===== src/soc_settings.svh =====
`ifndef SOC_SETTINGS_SVH
`define SOC_SETTINGS_SVH

// bus widths
`define SOC_ADDR_W 32
`define SOC_DATA_W 32

// sram, 128 MB region at 0x8000_0000 folded onto the array
`define SOC_SRAM_DEPTH 1024
`define SOC_SRAM_TAG_W 5
`define SOC_SRAM_TAG 5'b10000

`define SOC_MTIME_ADDR 32'ha000_0048 // lo word, hi at +4
`define SOC_UART_ADDR 32'ha000_03f8 // tx data

`endif


===== src/soc_pkg.sv =====
`default_nettype none

package soc_pkg;

  // bus response code
  typedef enum logic [1:0] {
    OKAY   = 2'b00,
    DECERR = 2'b11
  } axi_resp_e;

  // mtime seen as one count or as two bus words
  typedef union packed {
    logic [63:0] count;
    struct packed {
      logic [31:0] hi;
      logic [31:0] lo;
    } half;
  } mtime_word_t;

endpackage

`default_nettype wire


===== src/axi_lite_if.sv =====
`default_nettype none

`include "soc_settings.svh"


interface axi_w_if import soc_pkg::*; ();
  logic [`SOC_ADDR_W-1:0]   awaddr;
  logic                     awvalid;
  logic                     awready;
  logic [`SOC_DATA_W-1:0]   wdata;
  logic [`SOC_DATA_W/8-1:0] wstrb;
  logic                     wvalid;
  logic                     wready;
  axi_resp_e                bresp;
  logic                     bvalid;
  logic                     bready;

  modport master (
    output awaddr, awvalid, wdata, wstrb, wvalid, bready,
    input  awready, wready, bresp, bvalid
  );

  modport slave (
    input  awaddr, awvalid, wdata, wstrb, wvalid, bready,
    output awready, wready, bresp, bvalid
  );
endinterface

`default_nettype wire


===== src/uart_slave.sv =====
`default_nettype none

module uart_slave import soc_pkg::*; (
  input  logic       clk,
  input  logic       rstn,
  axi_w_if.slave     wr,
  output logic [7:0] uart_data,
  output logic       uart_strobe
);

  logic wr_accept;

  assign wr.awready = !wr.bvalid;
  assign wr.wready  = !wr.bvalid;
  assign wr.bresp   = OKAY;
  assign wr_accept  = wr.awvalid & wr.awready & wr.wvalid & wr.wready;

  // character goes out in the acceptance cycle
  assign uart_strobe = wr_accept;
  assign uart_data   = wr.wstrb[0] ? wr.wdata[7:0] : 8'h00;

  always_ff @(posedge clk) begin
    if (rstn) begin
      wr.bvalid <= 1'b0;
    end else if (wr_accept) begin
      wr.bvalid <= 1'b1;
    end else if (wr.bready) begin
      wr.bvalid <= 1'b0;
    end
  end

endmodule

`default_nettype wire

===== src/flat_wrapper.sv =====
// flat-port wrapper written by rule: the top's interface ports become plain ports
module uart_slave_flat import soc_pkg::*;
  (clk, rstn, uart_data, uart_strobe, wr_awaddr, wr_awvalid, wr_wdata, wr_wstrb, wr_wvalid, wr_bready, wr_awready, wr_wready, wr_bresp, wr_bvalid);
  axi_w_if wr_i ();
  input  logic clk;
  input  logic rstn;
  output logic [7:0] uart_data;
  output logic uart_strobe;
  input wire logic [$bits(wr_i.awaddr)-1:0] wr_awaddr;
  input wire logic [$bits(wr_i.awvalid)-1:0] wr_awvalid;
  input wire logic [$bits(wr_i.wdata)-1:0] wr_wdata;
  input wire logic [$bits(wr_i.wstrb)-1:0] wr_wstrb;
  input wire logic [$bits(wr_i.wvalid)-1:0] wr_wvalid;
  input wire logic [$bits(wr_i.bready)-1:0] wr_bready;
  output wire logic [$bits(wr_i.awready)-1:0] wr_awready;
  output wire logic [$bits(wr_i.wready)-1:0] wr_wready;
  output wire logic [$bits(wr_i.bresp)-1:0] wr_bresp;
  output wire logic [$bits(wr_i.bvalid)-1:0] wr_bvalid;
  assign wr_i.awaddr = wr_awaddr;
  assign wr_i.awvalid = wr_awvalid;
  assign wr_i.wdata = wr_wdata;
  assign wr_i.wstrb = wr_wstrb;
  assign wr_i.wvalid = wr_wvalid;
  assign wr_i.bready = wr_bready;
  assign wr_awready = wr_i.awready;
  assign wr_wready = wr_i.wready;
  assign wr_bresp = wr_i.bresp;
  assign wr_bvalid = wr_i.bvalid;
  uart_slave u_core (.clk(clk), .rstn(rstn), .wr(wr_i), .uart_data(uart_data), .uart_strobe(uart_strobe));
endmodule

===== config.mk =====
export PLATFORM = sky130hd
export DESIGN_NAME = uart_slave_flat
export DESIGN_NICKNAME = d
export VERILOG_FILES = /design/src/soc_pkg.sv /design/src/axi_lite_if.sv /design/src/uart_slave.sv /design/src/flat_wrapper.sv
export VERILOG_INCLUDE_DIRS = /design/src
export SDC_FILE = /design/constraint.sdc
export NUM_CORES = 1
export LEC_CHECK = 0
export ABC_CLOCK_PERIOD_IN_PS = 1100
export BUFFER_PORTS_ARGS = -buffer_cell sky130_fd_sc_hd__buf_2
export CORE_UTILIZATION = 10
export DETAILED_ROUTE_END_ITERATION = 10
export MAX_ROUTING_LAYER = met4
export PLACE_DENSITY = 0.76
export REMOVE_ABC_BUFFERS = 1
export SETUP_SLACK_MARGIN = 0.3
export SLEW_MARGIN = 0
export SYNTH_ARGS = -nofsm -noshare
export SYNTH_HDL_FRONTEND = slang
export SYNTH_SLANG_ARGS = --single-unit

===== constraint.sdc =====
create_clock -name clk -period 1.1 [get_ports clk]
set_clock_uncertainty 0.2 [all_clocks]
set_input_delay 0.22 -clock clk [delete_from_list [all_inputs] [get_ports clk]]
set_output_delay 0.22 -clock clk [all_outputs]
set_load 0.03 [all_outputs]

After elaboration in Yosys (flattened, before gate mapping)
Cells that the tools add are included.
Storage, ports and cells
  flip-flop bits (word level): 1
  bits in writable memories: 0
  bits in latches: 0
  bits in read-only memories: 0
  memories kept: 0
  output and inout port bits: 14
Operators by class
  $lt $le $gt $ge: 0
  reductions and logical operators: 2
  $mul: 0
  divide/modulo/power cells: 0
  eq/ne operators: 0
  multiplexer cells: 3
  bitwise operators: 3
  shift operators: 0
  $add $sub $neg: 0
Operator list (count)
  $mux 8: 1
  $and 1x1->1: 3
  $mux 1: 2
  $reduce_bool 2->1: 1
  $logic_not 1->1: 1

Longest topological paths before layout
Gate-level depths: netlist (run 1).
  depth after elaboration: 5
  depth in mapped cells: 2

Worst setup path before layout (run 1)
No wires, ideal clock.
  path kind: register -> output
  from: register u_core.wr.bvalid
  to: output port wr_wready
  path buffers: 1
  stages on the path, launching flop included: 3
  path slack: -0.300 ns
  arrival: 0.980 ns
  cells stage by stage: dfxtp_1 > inv_1 > buf_4
On the way
  longest elaborated chain between the ends: 1
Ends and longest elaborated chain
  start: declaration: line axi_lite_if.sv:25  | output awready, wready, bresp, bvalid
  start signal: assignment: line uart_slave.sv:24  | wr.bvalid <= 1'b0;
  start signal: assignment: line uart_slave.sv:26  | wr.bvalid <= 1'b1;
  start signal: assignment: line uart_slave.sv:28  | wr.bvalid <= 1'b0;
  $logic_not 1->1
  end: declaration: line flat_wrapper.sv:16  | output wire logic [$bits(wr_i.wready)-1:0] wr_wready;
No other way between the ends.

Worst setup path after layout (run 1)
  from: register u_core.wr.bvalid
  to: output port uart_strobe
On the way
  longest elaborated chain between the ends: 4
Ends and longest elaborated chain
  $logic_not 1->1 *: line uart_slave.sv:13, uart_slave.sv:14
  $and 1x1->1 (2 in a row): line uart_slave.sv:16  | assign wr_accept = wr.awvalid & wr.awready & wr.wvalid & wr.wready;
  $and 1x1->1 *: line uart_slave.sv:16
  end: declaration: line flat_wrapper.sv:8  | output logic uart_strobe;
Every way passes the cells marked *; elsewhere a longest branch is shown, timed or not.

==> impl_metrics.env, run 1 <==
export IMPL_status="completed"
export IMPL_worstHoldStart="rstn"
export IMPL_fmaxAchievable_mhz=961
export IMPL_largest_register="u_core.wr.bvalid"
export IMPL_core_area_um2=1300
export IMPL_drc=0
export IMPL_nNetsFinal=118
export IMPL_drive_gt1_frac=0.930
export IMPL_syn_area_um2=139
export IMPL_die_area_um2=1540
export IMPL_crit_buf_inv=2
export IMPL_largest_reg_flops=1
export IMPL_clk_pin_slew_ns=0
export IMPL_cap_violations=0
export IMPL_finalInstanceArea_um2=388
export IMPL_drt_first_pass_iters=1
export IMPL_ys_types=8
export IMPL_met1_length_um=216
export IMPL_rr_startpoint="u_core.wr.bvalid"
export IMPL_io_buffers=25
export IMPL_grt_pass1_wl_um=641
export IMPL_cp_max_fo=3
export IMPL_synth_avg_cell_area_um2=7.72
export IMPL_num_rows=13
export IMPL_grt_ovfl_total=0
export IMPL_largest_registers="u_core.wr.bvalid: 1 flops"
export IMPL_area_growth_pct=179
export IMPL_antenna_found_initial=0
export IMPL_drtIter0Drc=0
export IMPL_placed_cell_area_um2=272
export IMPL_via_per_inst=3.50
export IMPL_pin_count=87
export IMPL_grtUsageTotal=0.0605
export IMPL_synth_top_area_frac=0.360
export IMPL_ant_nets=0
export IMPL_crit_family="flip-flops"
export IMPL_ys_seq_area_frac=0.144
export IMPL_initial_core_util=0.107
export IMPL_synth_warnings=0
export IMPL_required_ns=0.68
export IMPL_wl_per_cell_um=9.12
export IMPL_critPathKind="flip-flop to primary output"
export IMPL_hold_viol=0
export IMPL_met2_length_um=235
export IMPL_p_per_area_nw_per_um2=587
export IMPL_hp_class="primary input to flip-flop"
export IMPL_wirelength_um=529
export IMPL_synth_seq_cells=1
export IMPL_fin_total_pwr_mw=0.228
export IMPL_slowest_stage="dfxtp_2"
export IMPL_period_share=0.946
export IMPL_p_leak_nw=0.216
export IMPL_clock_latency_ns=0
export IMPL_synth_cells=18
export IMPL_path_cells="nand3b_4 > inv_2 > buf_6"
export IMPL_drv_slew=0
export IMPL_place_gp_congestion=0.558
export IMPL_setup_viol=0
export IMPL_cp_arrival_ns=0.62
export IMPL_crit_path_start="u_core.wr.bvalid"
export IMPL_die_w_um=39.3
export IMPL_netlist_top_cell_by_area="and2_1"
export IMPL_worstSetupStartpointType="flip-flop"
export IMPL_end_kind="primary output"
export IMPL_first_global_vias=159
export IMPL_cpPeakStageDelay_ns=0.30
export IMPL_vias=203
export IMPL_period_minus_slack_ns=1.04
export IMPL_peakVddDrop_mv=0.221
export IMPL_top_layer_used="met3"
export IMPL_fin_cells=58
export IMPL_route_met3_wl_um=77
export IMPL_die_h_um=39.3
export IMPL_grt_max_degree=9
export IMPL_rsz0062_at_grt="true"
export IMPL_dp_cells=57
export IMPL_antennaDiodeCount=0
export IMPL_synthTopCellsByArea="and2_1 36%, buf_4 16%, dfxtp_1 14%, nand3b_4 14%, a21oi_2 6.3%"
==> worst paths after layout <==
kind | slack [ns] | cells after the start | endpoint
max reg2reg | 0.14 | 3 | u_core.wr.bvalid
min | 0.18 | 2 | u_core.wr.bvalid
min reg2reg | 0.42 | 3 | u_core.wr.bvalid
max | 0.06 | 3 | uart_strobe
==> cell usage in the layout (no fill, tap or decap) <==
cell type  count
buf_4          2
inv_2          1
buf_8          1
buf_2         12
a21oi_2        1
nand3b_4       1
buf_6         12
conb_1         2
dfxtp_2        1
and2_4         8
nand2b_1       1
inv_4          1
==> worst reg2reg max path: cells and delay by family (launching register included) <==
| kind | cells | cell delay [ns] |
|---|---|---|
| DFF | 1 | 0.30 |
| and+or+nand+nor | 1 | 0.15 |
| AOI/OAI and AO/OA | 1 | 0.10 |
| buffers and inverters | 1 | 0.14 |
==> repair_timing <==
| item | CTS | global route |
|---|---|---|
| buffers inserted | 1 | 0 |
| setup endpoints to repair | 13 | 13 |
| hold buffers | 0 | 0 |
| resized for setup | 38 | 0 |
| pin swaps | 1 | 0 |
| cloned | 0 | 0 |
==> power by group <==
group,internal [mW],switching [mW]
clock network,0,0
logic,0.0940,0.0929
registers,0.0395,0.00117
==> layer usage <==
layer,up-vias,global-route usage
met1,85,0.0814
li1,98,-
met4,0,0
met3,0,0.0114
met5,-,-
met2,20,0.100
==> cells by family after synthesis <==
family / count (synthesis) / synth area share
AND/OR/NAND/NOR: 10 / 0.550
buffers and inverters: 5 / 0.216
AO/OA/AOI/OAI: 1 / 0.0631
flip-flops: 1 / 0.144
other: 1 / 0.0270
==> cell type report <==
cell class              instances  area, µm²
well taps                      15       18.8
multi-input cells              13        113
fillers                       148        913
inverters                       2       10.0
repair buffers                 27        225
flip-flops and latches          1       21.3
==> cells in the mapped netlist <==
cell type / instances
a21oi_2: 1
and2_1: 8
buf_4: 3
conb_1: 1
dfxtp_1: 1
inv_1: 2
nand2b_1: 1
nand3b_4: 1
==> per-stage QoR <==
| step | TNS (ns) | hold WS, ns | worst slack, ns | utilization |
|---|---|---|---|---|
| 2_1_floorplan | -0.512 | 0.0824 | -0.171 | - |
| 3_3_place_gp | -0.00270 | 0.186 | -0.00270 | 0.209 |
| 3_5_place_dp | -0.0133 | 0.188 | -0.00724 | 0.209 |
| 4_1_cts | 0 | 0.181 | 0.0589 | 0.298 |
| 5_1_grt | 0 | 0.191 | 0.0349 | 0.298 |
| 6_report | 0 | 0.178 | 0.0597 | 0.298 |
(Power assumes the default switching activity.)
==> run 2, diff against run 1 <==
--- a/config.mk
+++ b/config.mk
@@ -8,11 +8,13 @@
 export LEC_CHECK = 0
 export ABC_CLOCK_PERIOD_IN_PS = 1100
 export BUFFER_PORTS_ARGS = -buffer_cell sky130_fd_sc_hd__buf_2
+export CELL_PAD_IN_SITES_DETAIL_PLACEMENT = 1
+export CELL_PAD_IN_SITES_GLOBAL_PLACEMENT = 2
 export CORE_UTILIZATION = 10
+export CTS_BUF_LIST = sky130_fd_sc_hd__clkbuf_4 sky130_fd_sc_hd__clkbuf_8
 export DETAILED_ROUTE_END_ITERATION = 10
 export MAX_ROUTING_LAYER = met4
-export PLACE_DENSITY = 0.76
-export REMOVE_ABC_BUFFERS = 1
+export PLACE_DENSITY_LB_ADDON = 0.1
 export SETUP_SLACK_MARGIN = 0.3
 export SLEW_MARGIN = 0
 export SYNTH_ARGS = -nofsm -noshare
==> run 2 against run 1 <==
Final cell count increased by 1.7%. Via count increased by 6.4%. Critical path depth unchanged. Maximum frequency decreased by 4.2%. Combinational power increased by 16%.
==> impl_metrics.env, run 2 (synthesized netlist as in run 1, its figures left out) <==
export IMPL_vias=216
export IMPL_hp_class="primary input to flip-flop"
export IMPL_rsz0062_at_grt="true"
export IMPL_largest_register="u_core.wr.bvalid"
export IMPL_final_core_util=0.357
export IMPL_period_share=0.987
export IMPL_end_kind="primary output"
export IMPL_drive_gt1_frac=0.955
export IMPL_io_buffers=25
export IMPL_power_switching_mw=0.100
export IMPL_ant_nets=0
export IMPL_core_area_um2=1300
export IMPL_hold_slack_ns=0.177
export IMPL_clk_pin_slew_ns=0
export IMPL_setup_viol=0
export IMPL_wirelength_um=733
export IMPL_place_gp_congestion=0.574
export IMPL_rrSetupSlack_ns=0.10
export IMPL_fmaxAchievable_mhz=921
export IMPL_wl_per_cell_um=12.4
export IMPL_area_growth_pct=234
export IMPL_required_ns=0.68
export IMPL_die_w_um=39.3
export IMPL_drt_first_pass_iters=2
export IMPL_drv_slew=0
export IMPL_largest_registers="u_core.wr.bvalid: 1 flops"
export IMPL_nNetsFinal=119
export IMPL_worstSetupStartpointType="flip-flop"
export IMPL_peakVddDrop_mv=0.167
export IMPL_via_per_inst=3.66
export IMPL_fin_cells=59
export IMPL_p_comb_frac=0.845
export IMPL_cap_violations=0
export IMPL_p_int_mw=0.155
export IMPL_die_h_um=39.3
export IMPL_initial_core_util=0.107
export IMPL_largest_reg_flops=1
export IMPL_clkPwrFrac=0
export IMPL_cp_arrival_ns=0.67
export IMPL_p_per_area_nw_per_um2=551
export IMPL_tns_ns=0
export IMPL_drtIter0Drc=1
export IMPL_grt_max_degree=9
export IMPL_grt_ovfl_total=0
export IMPL_num_rows=13
export IMPL_die_area_um2=1540
export IMPL_seqPwrFrac=0.155
export IMPL_hold_buffers=0
export IMPL_hpwlAfterDp_um=537
export IMPL_finalInstanceArea_um2=464
export IMPL_antennaDiodeCount=0
export IMPL_clock_latency_ns=0
export IMPL_final_common_cell="buf_6"
export IMPL_cp_max_fo=2
export IMPL_critPathKind="flip-flop to primary output"
export IMPL_fin_total_pwr_mw=0.256
export IMPL_layout_common_cells="21 x buf_6, 8 x and2_4, 4 x buf_2"
export IMPL_dp_cells=58
export IMPL_first_global_vias=178
export IMPL_grtUsageTotal=0.0846
export IMPL_p_leak_nw=0.236
export IMPL_antenna_found_initial=0
export IMPL_switching_share=0.393
export IMPL_status="completed"
export IMPL_place_ws_ns=-0.0410
export IMPL_drc=0
export IMPL_grt_pass1_wl_um=855
export IMPL_hold_viol=0
export IMPL_pin_count=87
export IMPL_placed_cell_area_um2=310
export IMPL_period_minus_slack_ns=1.09
export IMPL_setup_slack_ns=0.0140
run 2: cell count changes in the layout (fill, tap and decap cells not counted), sizes merged:
cell / delta
clkinvlp: +2
inv: -2
buf: +1
run 2: cell type report:
cell class              count  area (µm²)
repair buffers             28         287
well taps                  15        18.8
flip-flops and latches      1        23.8
fillers                   161         837
multi-input cells          13         120
inverters                   2        15.0
run 2: what timing repair did:
action / in CTS / in global routing
endpoints found under the setup margin: 13 / 13
gates resized for setup: 30 / 7
setup buffers: 1 / 0
pin swaps: 1 / 0
run 2: final timing paths:
path / start / to / cells past startpoint
min reg2reg: u_core.wr.bvalid / u_core.wr.bvalid / 3
max reg2reg: u_core.wr.bvalid / u_core.wr.bvalid / 4
min: rstn / u_core.wr.bvalid / 2
max: u_core.wr.bvalid / uart_strobe / 3
run 2: layer usage:
layer / global-route usage / vias up / part of all wire
li1: - / 100 / -
met1: 0.105 / 107 / 0.32
met2: 0.163 / 9 / 0.63
met3: 0 / 0 / 0.044
met4: 0 / 0 / 0
met5: - / - / 0
run 2: critical path, cell delays in order, from the launching register on:
cell and delay [ns]:
dfxtp_4 0.32, nand3b_4 0.16, clkinvlp_4 0.07, buf_6 0.12
run 2: power groups by stage:
stage	combinational, mW	clock, mW	sequential [mW]
6_report	0.216	0	0.0395
5_1_grt	0.226	0	0.0400
2_1_floorplan	0.0995	0	0.0452
3_5_place_dp	0.154	0	0.0393
3_3_place_gp	0.151	0	0.0390
4_1_cts	0.201	0	0.0396
