**src/soc_settings.svh**
```systemverilog
`ifndef SOC_SETTINGS_SVH
`define SOC_SETTINGS_SVH

// bus widths
`define SOC_ADDR_W 32
`define SOC_DATA_W 32

// sram, 128 MB region at 0x8000_0000 folded onto the array
`define SOC_SRAM_DEPTH 1024
`define SOC_SRAM_TAG_W 5
`define SOC_SRAM_TAG 5'b10000

`define SOC_MTIME_ADDR 32'ha000_0048 // lo word, hi at +4
`define SOC_UART_ADDR 32'ha000_03f8 // tx data

`endif

```
**src/soc_pkg.sv**
```systemverilog
`default_nettype none

package soc_pkg;

  // bus response code
  typedef enum logic [1:0] {
    OKAY   = 2'b00,
    DECERR = 2'b11
  } axi_resp_e;

  // mtime seen as one count or as two bus words
  typedef union packed {
    logic [63:0] count;
    struct packed {
      logic [31:0] hi;
      logic [31:0] lo;
    } half;
  } mtime_word_t;

endpackage

`default_nettype wire

```
**src/axi_lite_if.sv**
```systemverilog
`default_nettype none

`include "soc_settings.svh"

interface axi_r_if import soc_pkg::*; ();
  logic [`SOC_ADDR_W-1:0] araddr;
  logic                   arvalid;
  logic                   arready;
  logic [`SOC_DATA_W-1:0] rdata;
  axi_resp_e              rresp;
  logic                   rvalid;
  logic                   rready;

  modport master (
    output araddr, arvalid, rready,
    input  arready, rdata, rresp, rvalid
  );

  modport slave (
    input  araddr, arvalid, rready,
    output arready, rdata, rresp, rvalid
  );
endinterface


`default_nettype wire

```
**src/clint_slave.sv**
```systemverilog
`default_nettype none

module clint_slave import soc_pkg::*; (
  input  logic   clk,
  input  logic   rstn,
  axi_r_if.slave rd
);

  mtime_word_t mtime;
  logic        rd_accept;

  always_ff @(posedge clk) begin
    if (rstn) mtime.count <= '0;
    else mtime.count <= mtime.count + 64'd1; // one tick per cycle
  end

  assign rd.arready = !rd.rvalid;
  assign rd.rresp   = OKAY;
  assign rd_accept  = rd.arvalid & rd.arready;

  always_ff @(posedge clk) begin
    if (rd_accept) rd.rdata <= rd.araddr[2] ? mtime.half.hi : mtime.half.lo;
  end

  always_ff @(posedge clk) begin
    if (rstn) begin
      rd.rvalid <= 1'b0;
    end else if (rd_accept) begin
      rd.rvalid <= 1'b1;
    end else if (rd.rready) begin
      rd.rvalid <= 1'b0;
    end
  end

endmodule

`default_nettype wire

```
**src/flat_wrapper.sv**
```systemverilog
// flat-port wrapper written by rule: the top's interface ports become plain ports
module clint_slave_flat import soc_pkg::*;
  (clk, rstn, rd_araddr, rd_arvalid, rd_rready, rd_arready, rd_rdata, rd_rresp, rd_rvalid);
  axi_r_if rd_i ();
  input  logic clk;
  input  logic rstn;
  input wire logic [$bits(rd_i.araddr)-1:0] rd_araddr;
  input wire logic [$bits(rd_i.arvalid)-1:0] rd_arvalid;
  input wire logic [$bits(rd_i.rready)-1:0] rd_rready;
  output wire logic [$bits(rd_i.arready)-1:0] rd_arready;
  output wire logic [$bits(rd_i.rdata)-1:0] rd_rdata;
  output wire logic [$bits(rd_i.rresp)-1:0] rd_rresp;
  output wire logic [$bits(rd_i.rvalid)-1:0] rd_rvalid;
  assign rd_i.araddr = rd_araddr;
  assign rd_i.arvalid = rd_arvalid;
  assign rd_i.rready = rd_rready;
  assign rd_arready = rd_i.arready;
  assign rd_rdata = rd_i.rdata;
  assign rd_rresp = rd_i.rresp;
  assign rd_rvalid = rd_i.rvalid;
  clint_slave u_core (.clk(clk), .rstn(rstn), .rd(rd_i));
endmodule
```
**config.mk**
```make
export PLATFORM = sky130hd
export DESIGN_NAME = clint_slave_flat
export DESIGN_NICKNAME = d
export VERILOG_FILES = /design/src/soc_pkg.sv /design/src/axi_lite_if.sv /design/src/clint_slave.sv /design/src/flat_wrapper.sv
export VERILOG_INCLUDE_DIRS = /design/src
export SDC_FILE = /design/constraint.sdc
export NUM_CORES = 1
export LEC_CHECK = 0
export ABC_CLOCK_PERIOD_IN_PS = 6500
export BUFFER_PORTS_ARGS = -buffer_cell sky130_fd_sc_hd__clkbuf_2
export CORE_UTILIZATION = 40
export DETAILED_ROUTE_END_ITERATION = 8
export PLACE_DENSITY_LB_ADDON = 0.05
export SLEW_MARGIN = 10
export SYNTH_ARGS = -nofsm -noshare
export SYNTH_HDL_FRONTEND = slang
export SYNTH_SLANG_ARGS = --single-unit
export TNS_END_PERCENT = 100
```
**constraint.sdc**
```tcl
create_clock -name clk -period 6.5 [get_ports clk]
set_clock_uncertainty 0.15 [all_clocks]
set_input_delay 0.65 -clock clk [delete_from_list [all_inputs] [get_ports clk]]
set_output_delay 0.65 -clock clk [all_outputs]
set_load 0.03 [all_outputs]
```
# Word-level counts from Yosys, hierarchy flattened
# Cells that the tools add are included.
dict set report op_classes {
  reduce_logical 2
  order_cmp 0
  mul 0
  n_bitwise 1
  mux 3
  n_addsub 1
  n_eq_ne 0
  div_mod_pow 0
  shifts 0
}
# cell count
set ops {}
lappend ops {{adder 64 x 1 -> 64 bit, second input constant} 1}
lappend ops {{2-to-1 mux 32 bit} 1}
lappend ops {{2-to-1 mux 1 bit} 2}
lappend ops {{nonzero test 2 bit} 1}
lappend ops {{bitwise AND 1 bit} 1}
lappend ops {{logical NOT 1 bit} 1}
dict set report totals {
  memories 0
  output_inout_bits 36
  wordCells 10
  regBits 97
  ram_bits 0
  input_bits 36
  latch_bits 0
  romBits 0
}

# Logic depth before layout (Yosys ltp)
# Gate-level depths: netlist of run 1.
dict set report logic_depth {
  ltp_word 3
  ltp_mapped 7
  ltp_nobuf 6
}

# Worst setup path after synthesis of run 1
# OpenSTA, ideal clock, no wires.
dict set report synth_path {
  path_type {input port to flip-flop}
  start {input rd_arvalid}
  end {register u_core.rd.rdata[0], enable pin}
  path_buffers 0
  path_slack_ns 3.828
  t_required_ns 5.926
  setup_ns 0.424
  path_stages 1
  t_arrival_ns 2.098
  cell_sequence {nor2b_1}
}
dict set report synth_between {
  elab_chain_len 1
}
# item line_no
set synth_rtl {}
lappend synth_rtl {{start: declaration} flat_wrapper.sv:8} ;# input wire logic [$bits(rd_i.arvalid)-1:0] rd_arvalid;
lappend synth_rtl {{bitwise AND 1 bit} clint_slave.sv:19} ;# assign rd_accept = rd.arvalid & rd.arready;
lappend synth_rtl {{end signal: assignment} clint_slave.sv:22} ;# if (rd_accept) rd.rdata <= rd.araddr[2] ? mtime.half.hi : mtime.half.lo;
lappend synth_rtl {{end: declaration} axi_lite_if.sv:21} ;# output arready, rdata, rresp, rvalid
# Every way passes these cells.
# A chain may end at the register's enable or synchronous reset.

# Worst setup path in the final report of run 1
dict set report layout_path {
  start {register u_core.mtime[0] (netlist bit)}
  end {register u_core.mtime[42] (netlist bit)}
}
dict set report layout_between {
  elab_chain_len 1
}
# item line_no
set layout_rtl {}
lappend layout_rtl {{start: declaration} clint_slave.sv:9} ;# mtime_word_t mtime;
lappend layout_rtl {{adder 64 x 1 -> 64 bit} clint_slave.sv:14} ;# else mtime.count <= mtime.count + 64'd1;
# Every way passes these cells.

==> results of run 1 <==
power by group:
part | internal (W) | total, W | switching [W]
clock network | 0.000194 | 0.000400 | 0.000206
logic | 0.0000143 | 0.0000613 | 0.0000470
registers | 0.000637 | 0.000643 | 0.00000615
total | 0.000845 | 0.00110 | 0.000259
cell type report:
| cell class | count | area [sq um] | area share |
|---|---|---|---|
| Inverter | 8 | 30.0 | 0.00607 |
| Sequential cell | 97 | 2260 | 0.457 |
| Multi-Input combinational cell | 321 | 2070 | 0.419 |
| Timing Repair Buffer | 40 | 205 | 0.0415 |
| Tap cell | 140 | 175 | 0.0354 |
| Clock inverter | 1 | 5.00 | 0.00101 |
| Clock buffer | 15 | 198 | 0.0399 |
per-layer routing:
metal | global-route usage | part of all wire
met5 | 0 | 0
met4 | 0.0675 | 0.015
met3 | 0.0345 | 0.031
met2 | 0.288 | 0.46
met1 | 0.257 | 0.50
cell families (layout without fill, tap and decap cells):
kind of cell / Yosys count / in the layout / synth area share
compound gates: 62 / 62 / 0.0720
other cells: 1 / 2 / 0.000843
simple gates: 193 / 193 / 0.246
buf+inv: 25 / 64 / 0.0276
mux: 31 / 31 / 0.0785
xor+xnor: 32 / 32 / 0.0630
fa+ha+maj: 1 / 1 / 0.00281
flops: 97 / 97 / 0.509
Yosys cell counts, types with 3 or more instances:
library cell  number  area, sq um
nor4_1             9         56.3
nor2_1            44          165
o31ai_1            3         22.5
inv_1              8         30.0
or4_1              6         45.0
clkbuf_1          12         45.0
nand3_1           22          110
xor2_1            18          158
or2_2              3         18.8
nand4_1           31          194
dfxtp_1           65         1300
mux2_2            31          349
or3_1             26          163
o21ai_0           28          140
nor4_4             4         85.1
nor3_1             9         45.0
a21oi_1           30          150
edfxtp_1          32          961
and3_1             4         25.0
nand2_1           24         90.1
xnor2_1           14          123
state kept, by name (all words and copies together) (netlist names):
register,count
u_core.rd.rvalid,1
u_core.mtime,64
u_core.rd.rdata,32
path summary, 6_finish.rpt:
check,from,endpoint,slack (ps),cells past startpoint
max,u_core.mtime[0]$_SDFF_PP0_,u_core.mtime[42]$_SDFF_PP0_,3500,6
min,rd_rready,u_core.rd.rvalid$_SDFFE_PP0P_,300,2
max reg2reg,u_core.mtime[0]$_SDFF_PP0_,u_core.mtime[42]$_SDFF_PP0_,3500,6
min reg2reg,u_core.mtime[63]$_SDFF_PP0_,u_core.mtime[63]$_SDFF_PP0_,350,2
per-stage QoR:
| step | total power (W) | hold WS, ps | worst slack (ps) | instance area, sq um |
|---|---|---|---|---|
| detailed placement | 0.000720 | 334 | 3480 | 4750 |
| global placement | 0.000719 | 323 | 3550 | 4750 |
| CTS | 0.00112 | 290 | 3480 | 4950 |
| floorplan | 0.000703 | 302 | 3830 | 4450 |
| global route | 0.00115 | 318 | 3150 | 4950 |
| finish | 0.00110 | 300 | 3500 | 4950 |
==> summary.md, run 1 <==
| Metric | Value |
|---|---|
| RSZ-0062 raised after global routing | `no` |
| Number of flops mapped to enable cells by yosys | `32` |
| Routed WL per cell | `16.0 microns` |
| First-pass GRT wire length | `16300 microns` |
| Worst relative slew slack | `0.338` |
| IO Count | `72` |
| Vias in the first global route | `3100` |
| Slew Viols, Final | `0` |
| CTS Buffer Depth | `2` |
| Number of fill cells in the layout | `1074` |
| DR pass1 iterations | `6` |
| FP Rows | `38` |
| Initial DRC Count | `141` |
| Clk Latency, worst-skew pair | `380 ps` |
| Max frequency | `333 MHz` |
| NumNets Final | `514` |
| Cells after Synth | `442` |
| Synth-to-Final Area Change | `11.3%` |
| Synthesis warning total | `0` |
| Commonest non-fill, non-tap cell in the layout | `dfxtp_1` |
| Synth unique cells | `35` |
| CTS sink count | `97` |
| Critical path's largest stage delay | `670 ps` |
| Congestion Overflow GR | `0` |
| CTS tree | `yes` |
| Fin. Hold Viols | `0` |
| Max-cap check violation count | `0` |
| CP delay by family, top | `simple AND/OR/NAND/NOR gates` |
| Final period util | `0.462` |
| Die ar. | `11500 sq um` |
| # setup viols final | `0` |
| Via density | `5.42` |
| Vias | `3374` |
| Startpoint Class | `register` |
| Least-Margin Pin Slew | `991 ps` |
| Critical Path RT | `6660 ps` |
| Crit end category | `register` |
| Total Routing Usage GR | `0.185` |
| Tmin final | `3000 ps` |
| Largest net degree at the start of global routing | `66` |
| PwrDens | `223 nW/um^2` |
| Cts repair resizes | `0` |
| Worst-path clk slew | `90 ps` |
| Cell area after synthesis | `4450 sq um` |
| Number of synthesized register bits | `97` |
| Buf/Inv on CP | `1` |
| Sequential area share after synthesis | `0.509` |
| Post-route DRC | `1` |
| Worst hold path type | `in2reg` |
| CP max-delay cell | `nand4_1` |
| Data arrival time of the critical path | `3160 ps` |
| Root Buffer | `clkbuf_8` |
| CP max FO | `16` |
| CP Class | `reg2reg` |
| # H-tree levels | `3` |
| Num CTS Buffers | `9` |
| Dpl cells | `606` |
| Setup Buffers After CTS | `0` |
| Initial Util | `0.410` |
| Fin Setup TNS | `0 ps` |
| Core Util, Final | `0.456` |
| ANT cells | `0` |
| Avg Synthesized Cell Area | `10.1 sq um` |
| Post-route ant nets | `0` |
| Final Wtd Congestion | `0.783` |
| Share of synthesized registers carrying an async set or reset | `0` |
| Synth Flop Type | `dfxtp_1` |
| Outcome | `finished with violations` |
| Most frequent cells in the layout | `dfxtp_1, nor2_1, clkbuf_2, edfxtp_1` |
| Core Footprint | `10800 sq um` |
| Buffers on Ports | `38` |
| Failing checks | `design-rule violations` |
| Die width | `107 microns` |
| Post-CTS Hold Fix Bufs | `0` |
| DP HPWL | `6570 microns` |
| Initial antenna violation count | `0` |
| Die span in y | `107 microns` |
| CP cell instances | `ha_1, inv_1, nor4_4, nand4_1, or4_1, a21oi_1` |
| Fin cells | `622` |
| Share of cells above drive strength 1 | `0.201` |
| Leakage power | `1.67 nW` |
| Peak VDD IR | `0.113 mV` |
| Drt total wl | `9970 microns` |
Note: power is estimated with default switching activity, not from simulation.
==> run 2: changes to the inputs <==
- ABC_CLOCK_PERIOD_IN_PS: 6500 -> 2600
- clock period: 6.5 -> 2.6 ns (I/O delays scaled with it)
==> run 2 against run 1 <==
Effect of this change: the run now ends clean; core utilization is 2.1 points higher; largest power group unchanged; total power rose by 150%; via count rose by 4.4%; count of clock-buffer cells in the layout shrank 5; first-iteration DRC count down 1.4%; non-clock buffer count grew 29; die area is the same; combinational power rose to 2.8 times the previous value; sequential power rose to 2.5 times the previous value; register-to-register slack worse by 3300 ps; setup slack got worse by 3300 ps.
==> summary.md, run 2 (synthesized netlist as in run 1, its figures left out) <==
| Metric | Value |
|---|---|
| Outcome | `complete, no violations` |
| Top reg by flops | `u_core.mtime` |
| Setup Slack @ Placement | `269 ps (-3210 ps)` |
| Final period util | `0.908 (+0.446)` |
| DR pass1 iterations | `4 (-2)` |
| First-pass GRT wire length | `16600 microns (+2.1%)` |
| NumNets Final | `543 (+5.6%)` |
| CP Class | `reg2reg` |
| Max reg flops | `64 (unchanged)` |
| DP HPWL | `7210 microns (+9.8%)` |
| Crit end category | `register` |
| Startpoint Class | `register` |
| Initial DRC Count | `139 (-1.4%)` |
| Leakage power | `1.82 nW (+8.9%)` |
| Routed WL per cell | `15.7 microns (-2.3%)` |
| Post-route ant nets | `0 (unchanged)` |
| Largest regs | `u_core.mtime: 64 flops, u_core.rd.rdata: 32 flops, u_core.rd.rvalid: 1 flops` |
| ANT cells | `0 (unchanged)` |
| Initial antenna violation count | `0 (unchanged)` |
| Die width | `107 microns (unchanged)` |
| Total Routing Usage GR | `0.189 (+0.00391)` |
| Synth-to-Final Area Change | `16.5%` |
| CTS tree | `yes` |
| Fin. Hold Viols | `0 (unchanged)` |
| Worst relative slew slack | `0.377 (+0.0391)` |
| Data arrival time of the critical path | `2500 ps (-660 ps)` |
| RSZ-0062 raised after global routing | `no` |
| Final Wtd Congestion | `0.820 (+4.7%)` |
| Worst hold path type | `in2reg` |
| Commonest non-fill, non-tap cell in the layout | `dfxtp_1` |
| Tmin final | `2360 ps (-639 ps)` |
| Vias in the first global route | `3274 (+5.6%)` |
| Tot Pwr | `0.00275 W (+150%)` |
| Largest net degree at the start of global routing | `38 (-42%)` |
| IO Count | `72 (unchanged)` |
| Post-route DRC | `0 (-1)` |
| Buffers on Ports | `38 (unchanged)` |
| Max frequency | `424 MHz (+27%)` |
| Die span in y | `107 microns (unchanged)` |
| Worst-path clk slew | `90 ps (about the same)` |
| Core Footprint | `10800 sq um (unchanged)` |
| Fin Setup TNS | `0 ps (unchanged)` |
| Die ar. | `11500 sq um (unchanged)` |
| Most frequent cells in the layout | `dfxtp_1, nor2_1, clkbuf_2, edfxtp_1` |
| Multi-input gate area | `2070 sq um (unchanged)` |
| Number of fill cells in the layout | `1061 (-1.2%)` |
| CP max FO | `8 (-8)` |
| Critical Path RT | `2740 ps (-3920 ps)` |
| PwrDens | `530 nW/um^2 (+140%)` |
| Initial Util | `0.410 (unchanged)` |
| Slack of the critical path | `239 ps (-3260 ps)` |
| Least-Margin Pin Slew | `934 ps (-56.6 ps)` |
| Root Buffer | `clkbuf_8` |
| Peak VDD IR | `0.225 mV (+98%)` |
| Via density | `5.41 (-0.26%)` |
| Setup Buffers After CTS | `0 (unchanged)` |
| Share of cells above drive strength 1 | `0.245 (+0.0434)` |
| FP Rows | `38 (unchanged)` |
| CTS Buffer Depth | `2 (unchanged)` |
| Drt total wl | `10200 microns (+2.3%)` |
| Congestion Overflow GR | `0 (unchanged)` |
| Register area | `2260 sq um (unchanged)` |
| Core Util, Final | `0.478 (+0.0214)` |
| Max-cap check violation count | `0 (unchanged)` |
| Slew Viols, Final | `0 (unchanged)` |
| Vias | `3522 (+4.4%)` |
| # setup viols final | `0 (unchanged)` |
| Num CTS Buffers | `9 (unchanged)` |
| CTS sink count | `97 (unchanged)` |
| Clk Latency, worst-skew pair | `370 ps (about the same)` |
| # H-tree levels | `3 (unchanged)` |
run 2: repair_timing:
action                                 in CTS  in global routing
setup endpoints to repair                   0                  0
resized for setup                           0                  0
hold buffers                                2                  0
endpoints found under the hold margin       1                  0
run 2: critical path: stages, from the launching register on:
cell and delay [ps]:
dfxtp_1 440, ha_1 200, inv_1 90, nor4_4 410, nand4_1 220, buf_4 230, or4_1 390, a21oi_1 150
run 2: per-layer routing:
metal	global-route usage	routed length, microns	up-vias
met5	0	0	-
met4	0.0871	180	0
met3	0.0278	309	14
met2	0.299	4770	65
met1	0.256	4940	1686
li1	-	-	1757
run 2: worst paths after layout:
kind | from | to | slack, ps | cells past startpoint
min | rd_arvalid | u_core.rd.rdata[3]$_DFFE_PP_ | 230 | 2
max reg2reg | u_core.mtime[1]$_SDFF_PP0_ | u_core.mtime[42]$_SDFF_PP0_ | 240 | 7
min reg2reg | u_core.mtime[59]$_SDFF_PP0_ | u_core.mtime[59]$_SDFF_PP0_ | 360 | 2
max | u_core.mtime[1]$_SDFF_PP0_ | u_core.mtime[42]$_SDFF_PP0_ | 240 | 7
run 2: stage by stage:
step,instances,area (sq um),hold slack (ps)
after floorplan,443,4450,209
after global routing,651,5180,237
final,651,5180,231
after detailed placement,633,4970,299
after CTS,651,5180,223
after global placement,633,4970,298
run 2: area by class of cell:
type                    instances  area share
clock buffers                  10      0.0246
repair buffers                 69      0.0874
flip-flops and latches         97       0.437
inverters                       8     0.00580
multi-input cells             321       0.400
clock inverters                 6      0.0114
well taps                     140      0.0338
run 2: report_power, final:
part / total, W / leakage (nW) / switching [W] / internal [W]
Combinational: 0.000170 / 0.877 / 0.000122 / 0.0000480
Clock: 0.000970 / 0.0998 / 0.000529 / 0.000441
Sequential: 0.00161 / 0.843 / 0.0000138 / 0.00159
