$ cat src/soc_settings.svh
`ifndef SOC_SETTINGS_SVH
`define SOC_SETTINGS_SVH

// bus widths
`define SOC_ADDR_W 32
`define SOC_DATA_W 32

// sram, 128 MB region at 0x8000_0000 folded onto the array
`define SOC_SRAM_DEPTH 1024
`define SOC_SRAM_TAG_W 5
`define SOC_SRAM_TAG 5'b10000

`define SOC_MTIME_ADDR 32'ha000_0048 // lo word, hi at +4
`define SOC_UART_ADDR 32'ha000_03f8 // tx data

`endif

$ cat src/soc_pkg.sv
`default_nettype none

package soc_pkg;

  // bus response code
  typedef enum logic [1:0] {
    OKAY   = 2'b00,
    DECERR = 2'b11
  } axi_resp_e;

  // mtime seen as one count or as two bus words
  typedef union packed {
    logic [63:0] count;
    struct packed {
      logic [31:0] hi;
      logic [31:0] lo;
    } half;
  } mtime_word_t;

endpackage

`default_nettype wire

$ cat src/axi_lite_if.sv
`default_nettype none

`include "soc_settings.svh"

interface axi_r_if import soc_pkg::*; ();
  logic [`SOC_ADDR_W-1:0] araddr;
  logic                   arvalid;
  logic                   arready;
  logic [`SOC_DATA_W-1:0] rdata;
  axi_resp_e              rresp;
  logic                   rvalid;
  logic                   rready;

  modport master (
    output araddr, arvalid, rready,
    input  arready, rdata, rresp, rvalid
  );

  modport slave (
    input  araddr, arvalid, rready,
    output arready, rdata, rresp, rvalid
  );
endinterface

interface axi_w_if import soc_pkg::*; ();
  logic [`SOC_ADDR_W-1:0]   awaddr;
  logic                     awvalid;
  logic                     awready;
  logic [`SOC_DATA_W-1:0]   wdata;
  logic [`SOC_DATA_W/8-1:0] wstrb;
  logic                     wvalid;
  logic                     wready;
  axi_resp_e                bresp;
  logic                     bvalid;
  logic                     bready;

  modport master (
    output awaddr, awvalid, wdata, wstrb, wvalid, bready,
    input  awready, wready, bresp, bvalid
  );

  modport slave (
    input  awaddr, awvalid, wdata, wstrb, wvalid, bready,
    output awready, wready, bresp, bvalid
  );
endinterface

`default_nettype wire

$ cat src/axi_xbar.sv
`default_nettype none

`include "soc_settings.svh"

module axi_xbar import soc_pkg::*; (
  input  logic   clk,
  input  logic   rstn,
  axi_r_if.slave  cpu_r,
  axi_w_if.slave  cpu_w,
  axi_r_if.master sram_r,
  axi_w_if.master sram_w,
  axi_r_if.master clint_r,
  axi_w_if.master uart_w
);

  localparam logic [`SOC_ADDR_W-1:0] mtime_addr = `SOC_MTIME_ADDR;
  localparam logic [`SOC_ADDR_W-1:0] uart_addr  = `SOC_UART_ADDR;

  // ############################
  // read channel
  // ############################
  logic rd_hit_sram, rd_hit_clint;
  logic rd_sel_sram, rd_sel_clint, rd_err; // target of the read in flight
  logic rd_busy, rd_accept, rd_done;

  assign rd_hit_sram  = cpu_r.araddr[`SOC_ADDR_W-1 -: `SOC_SRAM_TAG_W] == `SOC_SRAM_TAG;
  assign rd_hit_clint = cpu_r.araddr[`SOC_ADDR_W-1:3] == mtime_addr[`SOC_ADDR_W-1:3];
  assign rd_busy      = rd_sel_sram | rd_sel_clint | rd_err;

  assign sram_r.araddr   = cpu_r.araddr;
  assign clint_r.araddr  = cpu_r.araddr;
  assign sram_r.arvalid  = !rd_busy & cpu_r.arvalid & rd_hit_sram;
  assign clint_r.arvalid = !rd_busy & cpu_r.arvalid & rd_hit_clint;

  always_comb begin
    if (rd_busy) cpu_r.arready = 1'b0;
    else if (rd_hit_sram) cpu_r.arready = sram_r.arready;
    else if (rd_hit_clint) cpu_r.arready = clint_r.arready;
    else cpu_r.arready = 1'b1; // unmapped, answered here
  end

  assign rd_accept = cpu_r.arvalid & cpu_r.arready;
  assign rd_done   = cpu_r.rvalid & cpu_r.rready;

  always_ff @(posedge clk) begin
    if (rstn) begin
      rd_sel_sram  <= 1'b0;
      rd_sel_clint <= 1'b0;
      rd_err       <= 1'b0;
    end else if (rd_accept) begin
      rd_sel_sram  <= rd_hit_sram;
      rd_sel_clint <= rd_hit_clint;
      rd_err       <= !rd_hit_sram & !rd_hit_clint;
    end else if (rd_done) begin
      rd_sel_sram  <= 1'b0;
      rd_sel_clint <= 1'b0;
      rd_err       <= 1'b0;
    end
  end

  assign sram_r.rready  = rd_sel_sram & cpu_r.rready;
  assign clint_r.rready = rd_sel_clint & cpu_r.rready;

  always_comb begin
    cpu_r.rvalid = 1'b0;
    cpu_r.rdata  = '0;
    cpu_r.rresp  = OKAY;
    if (rd_sel_sram) begin
      cpu_r.rvalid = sram_r.rvalid;
      cpu_r.rdata  = sram_r.rdata;
      cpu_r.rresp  = sram_r.rresp;
    end else if (rd_sel_clint) begin
      cpu_r.rvalid = clint_r.rvalid;
      cpu_r.rdata  = clint_r.rdata;
      cpu_r.rresp  = clint_r.rresp;
    end else if (rd_err) begin
      cpu_r.rvalid = 1'b1;
      cpu_r.rresp  = DECERR;
    end
  end

  // ############################
  // write channel
  // ############################
  logic wr_hit_sram, wr_hit_uart;
  logic wr_sel_sram, wr_sel_uart, wr_err;
  logic wr_busy, wr_accept, wr_done;

  assign wr_hit_sram = cpu_w.awaddr[`SOC_ADDR_W-1 -: `SOC_SRAM_TAG_W] == `SOC_SRAM_TAG;
  assign wr_hit_uart = cpu_w.awaddr[`SOC_ADDR_W-1:2] == uart_addr[`SOC_ADDR_W-1:2];
  assign wr_busy     = wr_sel_sram | wr_sel_uart | wr_err;

  assign sram_w.awaddr  = cpu_w.awaddr;
  assign sram_w.wdata   = cpu_w.wdata;
  assign sram_w.wstrb   = cpu_w.wstrb;
  assign sram_w.awvalid = !wr_busy & cpu_w.awvalid & wr_hit_sram;
  assign sram_w.wvalid  = !wr_busy & cpu_w.wvalid & wr_hit_sram;
  assign uart_w.awaddr  = cpu_w.awaddr;
  assign uart_w.wdata   = cpu_w.wdata;
  assign uart_w.wstrb   = cpu_w.wstrb;
  assign uart_w.awvalid = !wr_busy & cpu_w.awvalid & wr_hit_uart;
  assign uart_w.wvalid  = !wr_busy & cpu_w.wvalid & wr_hit_uart;

  always_comb begin
    if (wr_busy) begin
      cpu_w.awready = 1'b0;
      cpu_w.wready  = 1'b0;
    end else if (wr_hit_sram) begin
      cpu_w.awready = sram_w.awready;
      cpu_w.wready  = sram_w.wready;
    end else if (wr_hit_uart) begin
      cpu_w.awready = uart_w.awready;
      cpu_w.wready  = uart_w.wready;
    end else begin
      cpu_w.awready = 1'b1;
      cpu_w.wready  = 1'b1;
    end
  end

  assign wr_accept = cpu_w.awvalid & cpu_w.awready & cpu_w.wvalid & cpu_w.wready;
  assign wr_done   = cpu_w.bvalid & cpu_w.bready;

  always_ff @(posedge clk) begin
    if (rstn) begin
      wr_sel_sram <= 1'b0;
      wr_sel_uart <= 1'b0;
      wr_err      <= 1'b0;
    end else if (wr_accept) begin
      wr_sel_sram <= wr_hit_sram;
      wr_sel_uart <= wr_hit_uart;
      wr_err      <= !wr_hit_sram & !wr_hit_uart;
    end else if (wr_done) begin
      wr_sel_sram <= 1'b0;
      wr_sel_uart <= 1'b0;
      wr_err      <= 1'b0;
    end
  end

  assign sram_w.bready = wr_sel_sram & cpu_w.bready;
  assign uart_w.bready = wr_sel_uart & cpu_w.bready;

  always_comb begin
    cpu_w.bvalid = 1'b0;
    cpu_w.bresp  = OKAY;
    if (wr_sel_sram) begin
      cpu_w.bvalid = sram_w.bvalid;
      cpu_w.bresp  = sram_w.bresp;
    end else if (wr_sel_uart) begin
      cpu_w.bvalid = uart_w.bvalid;
      cpu_w.bresp  = uart_w.bresp;
    end else if (wr_err) begin
      cpu_w.bvalid = 1'b1;
      cpu_w.bresp  = DECERR;
    end
  end

  // ############################
  // checks
  // ############################
  a_one_rd_target: assert property (@(posedge clk) disable iff (rstn)
    $onehot0({sram_r.arvalid, clint_r.arvalid}));

  a_rd_in_flight: assert property (@(posedge clk) disable iff (rstn)
    rd_accept |=> !cpu_r.arready until_with (cpu_r.rvalid && cpu_r.rready));

endmodule

`default_nettype wire

$ cat src/flat_wrapper.sv
// flat-port wrapper written by rule: the top's interface ports become plain ports
module axi_xbar_flat import soc_pkg::*;
  (clk, rstn, cpu_r_araddr, cpu_r_arvalid, cpu_r_rready, cpu_r_arready, cpu_r_rdata, cpu_r_rresp, cpu_r_rvalid, cpu_w_awaddr, cpu_w_awvalid, cpu_w_wdata, cpu_w_wstrb, cpu_w_wvalid, cpu_w_bready, cpu_w_awready, cpu_w_wready, cpu_w_bresp, cpu_w_bvalid, sram_r_araddr, sram_r_arvalid, sram_r_rready, sram_r_arready, sram_r_rdata, sram_r_rresp, sram_r_rvalid, sram_w_awaddr, sram_w_awvalid, sram_w_wdata, sram_w_wstrb, sram_w_wvalid, sram_w_bready, sram_w_awready, sram_w_wready, sram_w_bresp, sram_w_bvalid, clint_r_araddr, clint_r_arvalid, clint_r_rready, clint_r_arready, clint_r_rdata, clint_r_rresp, clint_r_rvalid, uart_w_awaddr, uart_w_awvalid, uart_w_wdata, uart_w_wstrb, uart_w_wvalid, uart_w_bready, uart_w_awready, uart_w_wready, uart_w_bresp, uart_w_bvalid);
  axi_r_if cpu_r_i ();
  axi_w_if cpu_w_i ();
  axi_r_if sram_r_i ();
  axi_w_if sram_w_i ();
  axi_r_if clint_r_i ();
  axi_w_if uart_w_i ();
  input  logic clk;
  input  logic rstn;
  input wire logic [$bits(cpu_r_i.araddr)-1:0] cpu_r_araddr;
  input wire logic [$bits(cpu_r_i.arvalid)-1:0] cpu_r_arvalid;
  input wire logic [$bits(cpu_r_i.rready)-1:0] cpu_r_rready;
  output wire logic [$bits(cpu_r_i.arready)-1:0] cpu_r_arready;
  output wire logic [$bits(cpu_r_i.rdata)-1:0] cpu_r_rdata;
  output wire logic [$bits(cpu_r_i.rresp)-1:0] cpu_r_rresp;
  output wire logic [$bits(cpu_r_i.rvalid)-1:0] cpu_r_rvalid;
  input wire logic [$bits(cpu_w_i.awaddr)-1:0] cpu_w_awaddr;
  input wire logic [$bits(cpu_w_i.awvalid)-1:0] cpu_w_awvalid;
  input wire logic [$bits(cpu_w_i.wdata)-1:0] cpu_w_wdata;
  input wire logic [$bits(cpu_w_i.wstrb)-1:0] cpu_w_wstrb;
  input wire logic [$bits(cpu_w_i.wvalid)-1:0] cpu_w_wvalid;
  input wire logic [$bits(cpu_w_i.bready)-1:0] cpu_w_bready;
  output wire logic [$bits(cpu_w_i.awready)-1:0] cpu_w_awready;
  output wire logic [$bits(cpu_w_i.wready)-1:0] cpu_w_wready;
  output wire logic [$bits(cpu_w_i.bresp)-1:0] cpu_w_bresp;
  output wire logic [$bits(cpu_w_i.bvalid)-1:0] cpu_w_bvalid;
  output wire logic [$bits(sram_r_i.araddr)-1:0] sram_r_araddr;
  output wire logic [$bits(sram_r_i.arvalid)-1:0] sram_r_arvalid;
  output wire logic [$bits(sram_r_i.rready)-1:0] sram_r_rready;
  input wire logic [$bits(sram_r_i.arready)-1:0] sram_r_arready;
  input wire logic [$bits(sram_r_i.rdata)-1:0] sram_r_rdata;
  input wire logic [$bits(sram_r_i.rresp)-1:0] sram_r_rresp;
  input wire logic [$bits(sram_r_i.rvalid)-1:0] sram_r_rvalid;
  output wire logic [$bits(sram_w_i.awaddr)-1:0] sram_w_awaddr;
  output wire logic [$bits(sram_w_i.awvalid)-1:0] sram_w_awvalid;
  output wire logic [$bits(sram_w_i.wdata)-1:0] sram_w_wdata;
  output wire logic [$bits(sram_w_i.wstrb)-1:0] sram_w_wstrb;
  output wire logic [$bits(sram_w_i.wvalid)-1:0] sram_w_wvalid;
  output wire logic [$bits(sram_w_i.bready)-1:0] sram_w_bready;
  input wire logic [$bits(sram_w_i.awready)-1:0] sram_w_awready;
  input wire logic [$bits(sram_w_i.wready)-1:0] sram_w_wready;
  input wire logic [$bits(sram_w_i.bresp)-1:0] sram_w_bresp;
  input wire logic [$bits(sram_w_i.bvalid)-1:0] sram_w_bvalid;
  output wire logic [$bits(clint_r_i.araddr)-1:0] clint_r_araddr;
  output wire logic [$bits(clint_r_i.arvalid)-1:0] clint_r_arvalid;
  output wire logic [$bits(clint_r_i.rready)-1:0] clint_r_rready;
  input wire logic [$bits(clint_r_i.arready)-1:0] clint_r_arready;
  input wire logic [$bits(clint_r_i.rdata)-1:0] clint_r_rdata;
  input wire logic [$bits(clint_r_i.rresp)-1:0] clint_r_rresp;
  input wire logic [$bits(clint_r_i.rvalid)-1:0] clint_r_rvalid;
  output wire logic [$bits(uart_w_i.awaddr)-1:0] uart_w_awaddr;
  output wire logic [$bits(uart_w_i.awvalid)-1:0] uart_w_awvalid;
  output wire logic [$bits(uart_w_i.wdata)-1:0] uart_w_wdata;
  output wire logic [$bits(uart_w_i.wstrb)-1:0] uart_w_wstrb;
  output wire logic [$bits(uart_w_i.wvalid)-1:0] uart_w_wvalid;
  output wire logic [$bits(uart_w_i.bready)-1:0] uart_w_bready;
  input wire logic [$bits(uart_w_i.awready)-1:0] uart_w_awready;
  input wire logic [$bits(uart_w_i.wready)-1:0] uart_w_wready;
  input wire logic [$bits(uart_w_i.bresp)-1:0] uart_w_bresp;
  input wire logic [$bits(uart_w_i.bvalid)-1:0] uart_w_bvalid;
  assign cpu_r_i.araddr = cpu_r_araddr;
  assign cpu_r_i.arvalid = cpu_r_arvalid;
  assign cpu_r_i.rready = cpu_r_rready;
  assign cpu_r_arready = cpu_r_i.arready;
  assign cpu_r_rdata = cpu_r_i.rdata;
  assign cpu_r_rresp = cpu_r_i.rresp;
  assign cpu_r_rvalid = cpu_r_i.rvalid;
  assign cpu_w_i.awaddr = cpu_w_awaddr;
  assign cpu_w_i.awvalid = cpu_w_awvalid;
  assign cpu_w_i.wdata = cpu_w_wdata;
  assign cpu_w_i.wstrb = cpu_w_wstrb;
  assign cpu_w_i.wvalid = cpu_w_wvalid;
  assign cpu_w_i.bready = cpu_w_bready;
  assign cpu_w_awready = cpu_w_i.awready;
  assign cpu_w_wready = cpu_w_i.wready;
  assign cpu_w_bresp = cpu_w_i.bresp;
  assign cpu_w_bvalid = cpu_w_i.bvalid;
  assign sram_r_araddr = sram_r_i.araddr;
  assign sram_r_arvalid = sram_r_i.arvalid;
  assign sram_r_rready = sram_r_i.rready;
  assign sram_r_i.arready = sram_r_arready;
  assign sram_r_i.rdata = sram_r_rdata;
  assign sram_r_i.rresp = sram_r_rresp;
  assign sram_r_i.rvalid = sram_r_rvalid;
  assign sram_w_awaddr = sram_w_i.awaddr;
  assign sram_w_awvalid = sram_w_i.awvalid;
  assign sram_w_wdata = sram_w_i.wdata;
  assign sram_w_wstrb = sram_w_i.wstrb;
  assign sram_w_wvalid = sram_w_i.wvalid;
  assign sram_w_bready = sram_w_i.bready;
  assign sram_w_i.awready = sram_w_awready;
  assign sram_w_i.wready = sram_w_wready;
  assign sram_w_i.bresp = sram_w_bresp;
  assign sram_w_i.bvalid = sram_w_bvalid;
  assign clint_r_araddr = clint_r_i.araddr;
  assign clint_r_arvalid = clint_r_i.arvalid;
  assign clint_r_rready = clint_r_i.rready;
  assign clint_r_i.arready = clint_r_arready;
  assign clint_r_i.rdata = clint_r_rdata;
  assign clint_r_i.rresp = clint_r_rresp;
  assign clint_r_i.rvalid = clint_r_rvalid;
  assign uart_w_awaddr = uart_w_i.awaddr;
  assign uart_w_awvalid = uart_w_i.awvalid;
  assign uart_w_wdata = uart_w_i.wdata;
  assign uart_w_wstrb = uart_w_i.wstrb;
  assign uart_w_wvalid = uart_w_i.wvalid;
  assign uart_w_bready = uart_w_i.bready;
  assign uart_w_i.awready = uart_w_awready;
  assign uart_w_i.wready = uart_w_wready;
  assign uart_w_i.bresp = uart_w_bresp;
  assign uart_w_i.bvalid = uart_w_bvalid;
  axi_xbar u_core (.clk(clk), .rstn(rstn), .cpu_r(cpu_r_i), .cpu_w(cpu_w_i), .sram_r(sram_r_i), .sram_w(sram_w_i), .clint_r(clint_r_i), .uart_w(uart_w_i));
endmodule
$ cat config.mk
export PLATFORM = sky130hd
export DESIGN_NAME = axi_xbar_flat
export DESIGN_NICKNAME = d
export VERILOG_FILES = /design/src/soc_pkg.sv /design/src/axi_lite_if.sv /design/src/axi_xbar.sv /design/src/flat_wrapper.sv
export VERILOG_INCLUDE_DIRS = /design/src
export SDC_FILE = /design/constraint.sdc
export NUM_CORES = 1
export LEC_CHECK = 0
export ABC_AREA = 1
export CORE_AREA = 2 2 173 175
export DETAILED_ROUTE_END_ITERATION = 8
export DIE_AREA = 0 0 175 177
export DONT_BUFFER_PORTS = 1
export GPL_TIMING_DRIVEN = 1
export HOLD_SLACK_MARGIN = 0.1
export SLEW_MARGIN = 30
export SYNTH_ARGS = -nofsm -noshare
export SYNTH_HDL_FRONTEND = slang
export SYNTH_SLANG_ARGS = --single-unit
export TNS_END_PERCENT = 50
$ cat constraint.sdc
create_clock -name clk -period 1.8 [get_ports clk]
set_input_delay 0.18 -clock clk [delete_from_list [all_inputs] [get_ports clk]]
set_output_delay 0.18 -clock clk [all_outputs]
set_load 0.01 [all_outputs]
# After elaboration in Yosys (flattened, before gate mapping)

Index checks and enable logic that the tools add are counted.

Bits in registers: 6
Output and inout port bits: 251
Word-level logic and storage cells: 74

Equality and inequality tests: 4
Mux-type cells: 31
Bitwise gates (word level): 25
Reductions and logical operators: 8

Operators by type and width:

| operator                              | count |
|---|---|
| 32-bit 2-to-1 mux                     | 2 |
| 30-bit == test, second input constant | 1 |
| 29-bit == test, second input constant | 1 |
| 1-bit 2-to-1 mux                      | 23 |
| 1-bit bitwise AND                     | 21 |
| 2-bit 2-to-1 mux                      | 6 |
| 5-bit == test, second input constant  | 2 |
| 1-bit logical NOT                     | 6 |
| 1-bit OR                              | 4 |
| 2-bit nonzero test                    | 2 |

# Longest topological paths before layout

Depth after elaboration: 8
Mapped depth: 11
Gate-level depth less buffers: 11

# Worst setup path before layout

OpenSTA, ideal clock, no wires.

Kind: reg-to-reg
From: register u_core.rd_sel_clint
To: register u_core.rd_sel_sram
Library setup time: 0.116 ns
Arrival time: 1.097 ns
Slack: 0.586 ns
Cell stages (with the launch flop): 9
Path buffers: 1
Clock period less this slack: 1.214 ns
Path through: dfxtp_1 > buf_6 > nor2_1 > inv_1 > nand2_1 > o21ai_1 > nand2_1 > nand3_1 > a21oi_1

Elaborated cells between the ends (all ways): 9

RTL lines:

| what                         | RTL line           | RTL |
|---|---|---|
| from (decl)                  | axi_xbar.sv:23     | `logic rd_sel_sram, rd_sel_clint, rd_err;` |
| from (signal assigned)       | axi_xbar.sv:52     | `rd_sel_clint <= rd_hit_clint;` |
| 1-bit 2-to-1 mux             | axi_xbar.sv:72     | `end else if (rd_sel_clint) begin` |
| 1-bit 2-to-1 mux             | axi_xbar.sv:68     | `if (rd_sel_sram) begin` |
| via cpu_r_rvalid             | flat_wrapper.sv:18 | `output wire logic [$bits(cpu_r_i.rvalid)-1:0] cpu_r_rvalid;` |
| 1-bit bitwise AND            | axi_xbar.sv:43     | `assign rd_done = cpu_r.rvalid & cpu_r.rready;` |
| 2-bit nonzero test (no line) | -                  |  |
| to (signal assigned)         | axi_xbar.sv:51     | `rd_sel_sram <= rd_hit_sram;` |
| to (decl)                    | axi_xbar.sv:23     |  |

The timed path passes the listed nets, and every way through them passes these cells.
A chain may end at the register's enable or synchronous reset.

# Worst setup path after layout

From: input port cpu_w_awaddr[23]
To: output port uart_w_awvalid

Cells in the longest elaborated chain, start to end: 2

Ends and longest elaborated chain:

| what              | RTL line           | RTL |
|---|---|---|
| from (decl)       | flat_wrapper.sv:19 | `input wire logic [$bits(cpu_w_i.awaddr)-1:0] cpu_w_awaddr;` |
| 30-bit == test    | axi_xbar.sv:90     | `` assign wr_hit_uart = cpu_w.awaddr[`SOC_ADDR_W-1:2] == uart_addr[`SOC_ADDR_W-1:2]; `` |
| 1-bit bitwise AND | axi_xbar.sv:101    | `assign uart_w.awvalid = !wr_busy & cpu_w.awvalid & wr_hit_uart;` |
| to (decl)         | flat_wrapper.sv:54 | `output wire logic [$bits(uart_w_i.awvalid)-1:0] uart_w_awvalid;` |

No other way between the ends.

==> results.cfg <==
[synthesis]
ys_types = 25
synth_area_mm2 = 0.00296
syn_inst = 517
synth_area_leaders = buf_4 (51%), nand2_1 (14%), nand3_1 (8.0%)
synth-async-reset-ratio = 0
syn_area_per_cell_um2 = 5.72
synth_warnings = 0
synth_most_common_cell = buf_4
ys_ff_latch = 6
synthTopCellsByCount = buf_4 (200), nand2_1 (110), nor2_1 (51), inv_1 (47), nand3_1 (47)
synthSimpleGateAreaFrac = 0.349
synth_top_area_share = 0.508
synth_mux_area_frac = 0
synth_top_family_by_area = buffers and inverters
synth_ff_type = dfxtp_1
synth_compound_area_frac = 0.0245
syn_nets = 706
netlist.top_cell.by_area = buf_4
yosys.area_share.xor_xnor = 0
synth-adder-area-share = 0
synth_edf_count = 0
seq_area_frac_synth = 0.0406

[worst_setup_path]
critPathSlowestCell = nor3_1
crit_buf_inv = 2
endpoint_kind = primary output
cp.required_ns = 1.62
arrival_ns = 1.36
start_kind = input port
crit_path_max_fanout = 3
cp.depth = 7
path_class = in -> out
ff2ff_path_depth = 7
path_cells = inv_1 -> nand4_1 -> nor2_1 -> nand3_1 -> nor2_1 -> inv_1 -> nor3_1
critical-path-max-stage-delay_ns = 0.33
cp_top_family = simple AND/OR/NAND/NOR gates

[clock_tree]
cts_tree = done
clk_pin_slew_ns = 0.04
clockRootBuffer = clkbuf_16
cts_setup_buffers = 0
cts_max_level = 1
cts_buffers = 3
clkLatencyLatePin_ns = 0.23
cts_sinks = 6
cts_max_path_buffers = 2

[global_routing]
grt_pass1_wl_um = 12900
gr-usage-all-layers = 0.0604
grt_overflow = 0
grt_start_max_net_pins = 39
antenna_found_initial = 3
first_global_vias = 1923

[floorplanning]
coreArea_mm2 = 0.0292
floorplan.die_area_mm2 = 0.0310
start_util = 0.101
core.rowCount = 63
die_w_um = 175
die_h_um = 177
ios = 440

[timing]
slew_viol_final = 0
fmax_mhz = 650
fin_tns_setup_ns = 0
rsz0062_at_grt = false
maxSlewHeadroom = 0.672
hold_viol = 0
setup_violations = 0
tightest_slew_ns = 0.490
post-route-period-util = 0.855
fin_crit_ns = 1.54
finalClockSkew_ns = 0.0000986
worst_hold_slack_ns = 0.123

[route]
final_antenna_net_count = 0
vias = 2190
drt_iter0_markers = 118
finalWirelength_um = 10400
firstDrtPassIters = 4
post_drt_wl_per_cell_um = 14.7
drcViolationCount = 0
via_per_inst = 3.09

[job]
cap_violations = 0

[power_and_ir_drop]
irDropWorstVdd_v = 0.000190
leakagePower_nw = 0.882
finalPower_mw = 0.666
powerDensity_mw_per_mm2 = 326

[place]
dp.cells = 704
place.gp.congestion = 0.744
place_hpwl_um = 9300
io_buffers = 0

[layout]
drive_gt1_frac = 0.0660
stdcell_count = 709
nets = 509
area_growth_pct = -31.0
n_fill_cell = 3477

[min_path]
hold_path_depth = 2
hold_path_class = in -> reg

[outcome]
outcome = completed
sequential cells by signal (all words and copies together), names as in the netlist:
register / flops
u_core.wr_sel_sram: 1
u_core.rd_sel_sram: 1
u_core.rd_err: 1
u_core.wr_sel_uart: 1
u_core.wr_err: 1
u_core.rd_sel_clint: 1
routing by layer:
layer,vias up,global-route usage,share of wire
met5,-,0,0.0019
met4,4,0.0378,0.056
met3,46,0.0402,0.14
met2,222,0.0949,0.46
met1,929,0.0587,0.34
li1,989,-,-
cells in the final DEF, fill, tap and decap left out, types with 2 or more instances in the layout:
master / netlist / routed
nor3_1: 8 / 8
inv_1: 47 / 47
nand2_2: 2 / 2
nor4_1: 2 / 2
o21ai_0: 3 / 3
dfxtp_1: 6 / 6
nand3_1: 47 / 47
nand4_1: 6 / 6
nand3_2: 2 / 2
nand2_1: 110 / 110
a21oi_1: 9 / 9
nor2_1: 51 / 51
nor2_2: 4 / 4
clkbuf_16: 0 / 3
buf_4: 200 / 8
nand3b_1: 2 / 2
cells by family (layout without fill, tap and decap cells):
kind of cell | after synthesis | after routing
buf+inv | 259 | 60
other cells | 0 | 1
flops | 6 | 6
simple gates | 238 | 238
compound gates | 14 | 14
power breakdown:
group | internal [mW] | leakage, nW | switching (mW) | total, mW
logic | 0.0520 | 0.797 | 0.0988 | 0.151
registers | 0.138 | 0.0487 | 0.00210 | 0.140
clock network | 0.287 | 0.0370 | 0.0885 | 0.375
cell type report:
class,count,area [um2],area share
well taps,390,488,0.239
flip-flops and latches,6,120,0.0589
diodes,1,2.50,0.00123
repair buffers,9,70.1,0.0344
multi-input cells,252,1100,0.541
clock buffers,3,75.1,0.0368
inverters,48,180,0.0883
metrics by stage:
stage                     area, um2  utilization  setup WS, ns
after floorplan                2960            -         0.586
after global placement         1950       0.0667         0.182
after detailed placement       1950       0.0667         0.203
after CTS                      2040       0.0697         0.205
after global routing           2040       0.0697        0.0900
final                          2040       0.0697         0.261
worst paths after layout:
check | to | slack, ns | start
min reg2reg | u_core.wr_err | 0.49 | u_core.wr_err
min | u_core.rd_sel_sram | 0.12 | cpu_r_arvalid
max | uart_w_awvalid | 0.26 | cpu_w_awaddr[23]
max reg2reg | u_core.wr_err | 0.33 | u_core.wr_sel_sram
repair_timing:
action	4_1_cts	5_1_grt
hold endpoints to repair	6	0
gates resized for setup	0	0
hold buffers	1	0
(Power assumes the default switching activity.)
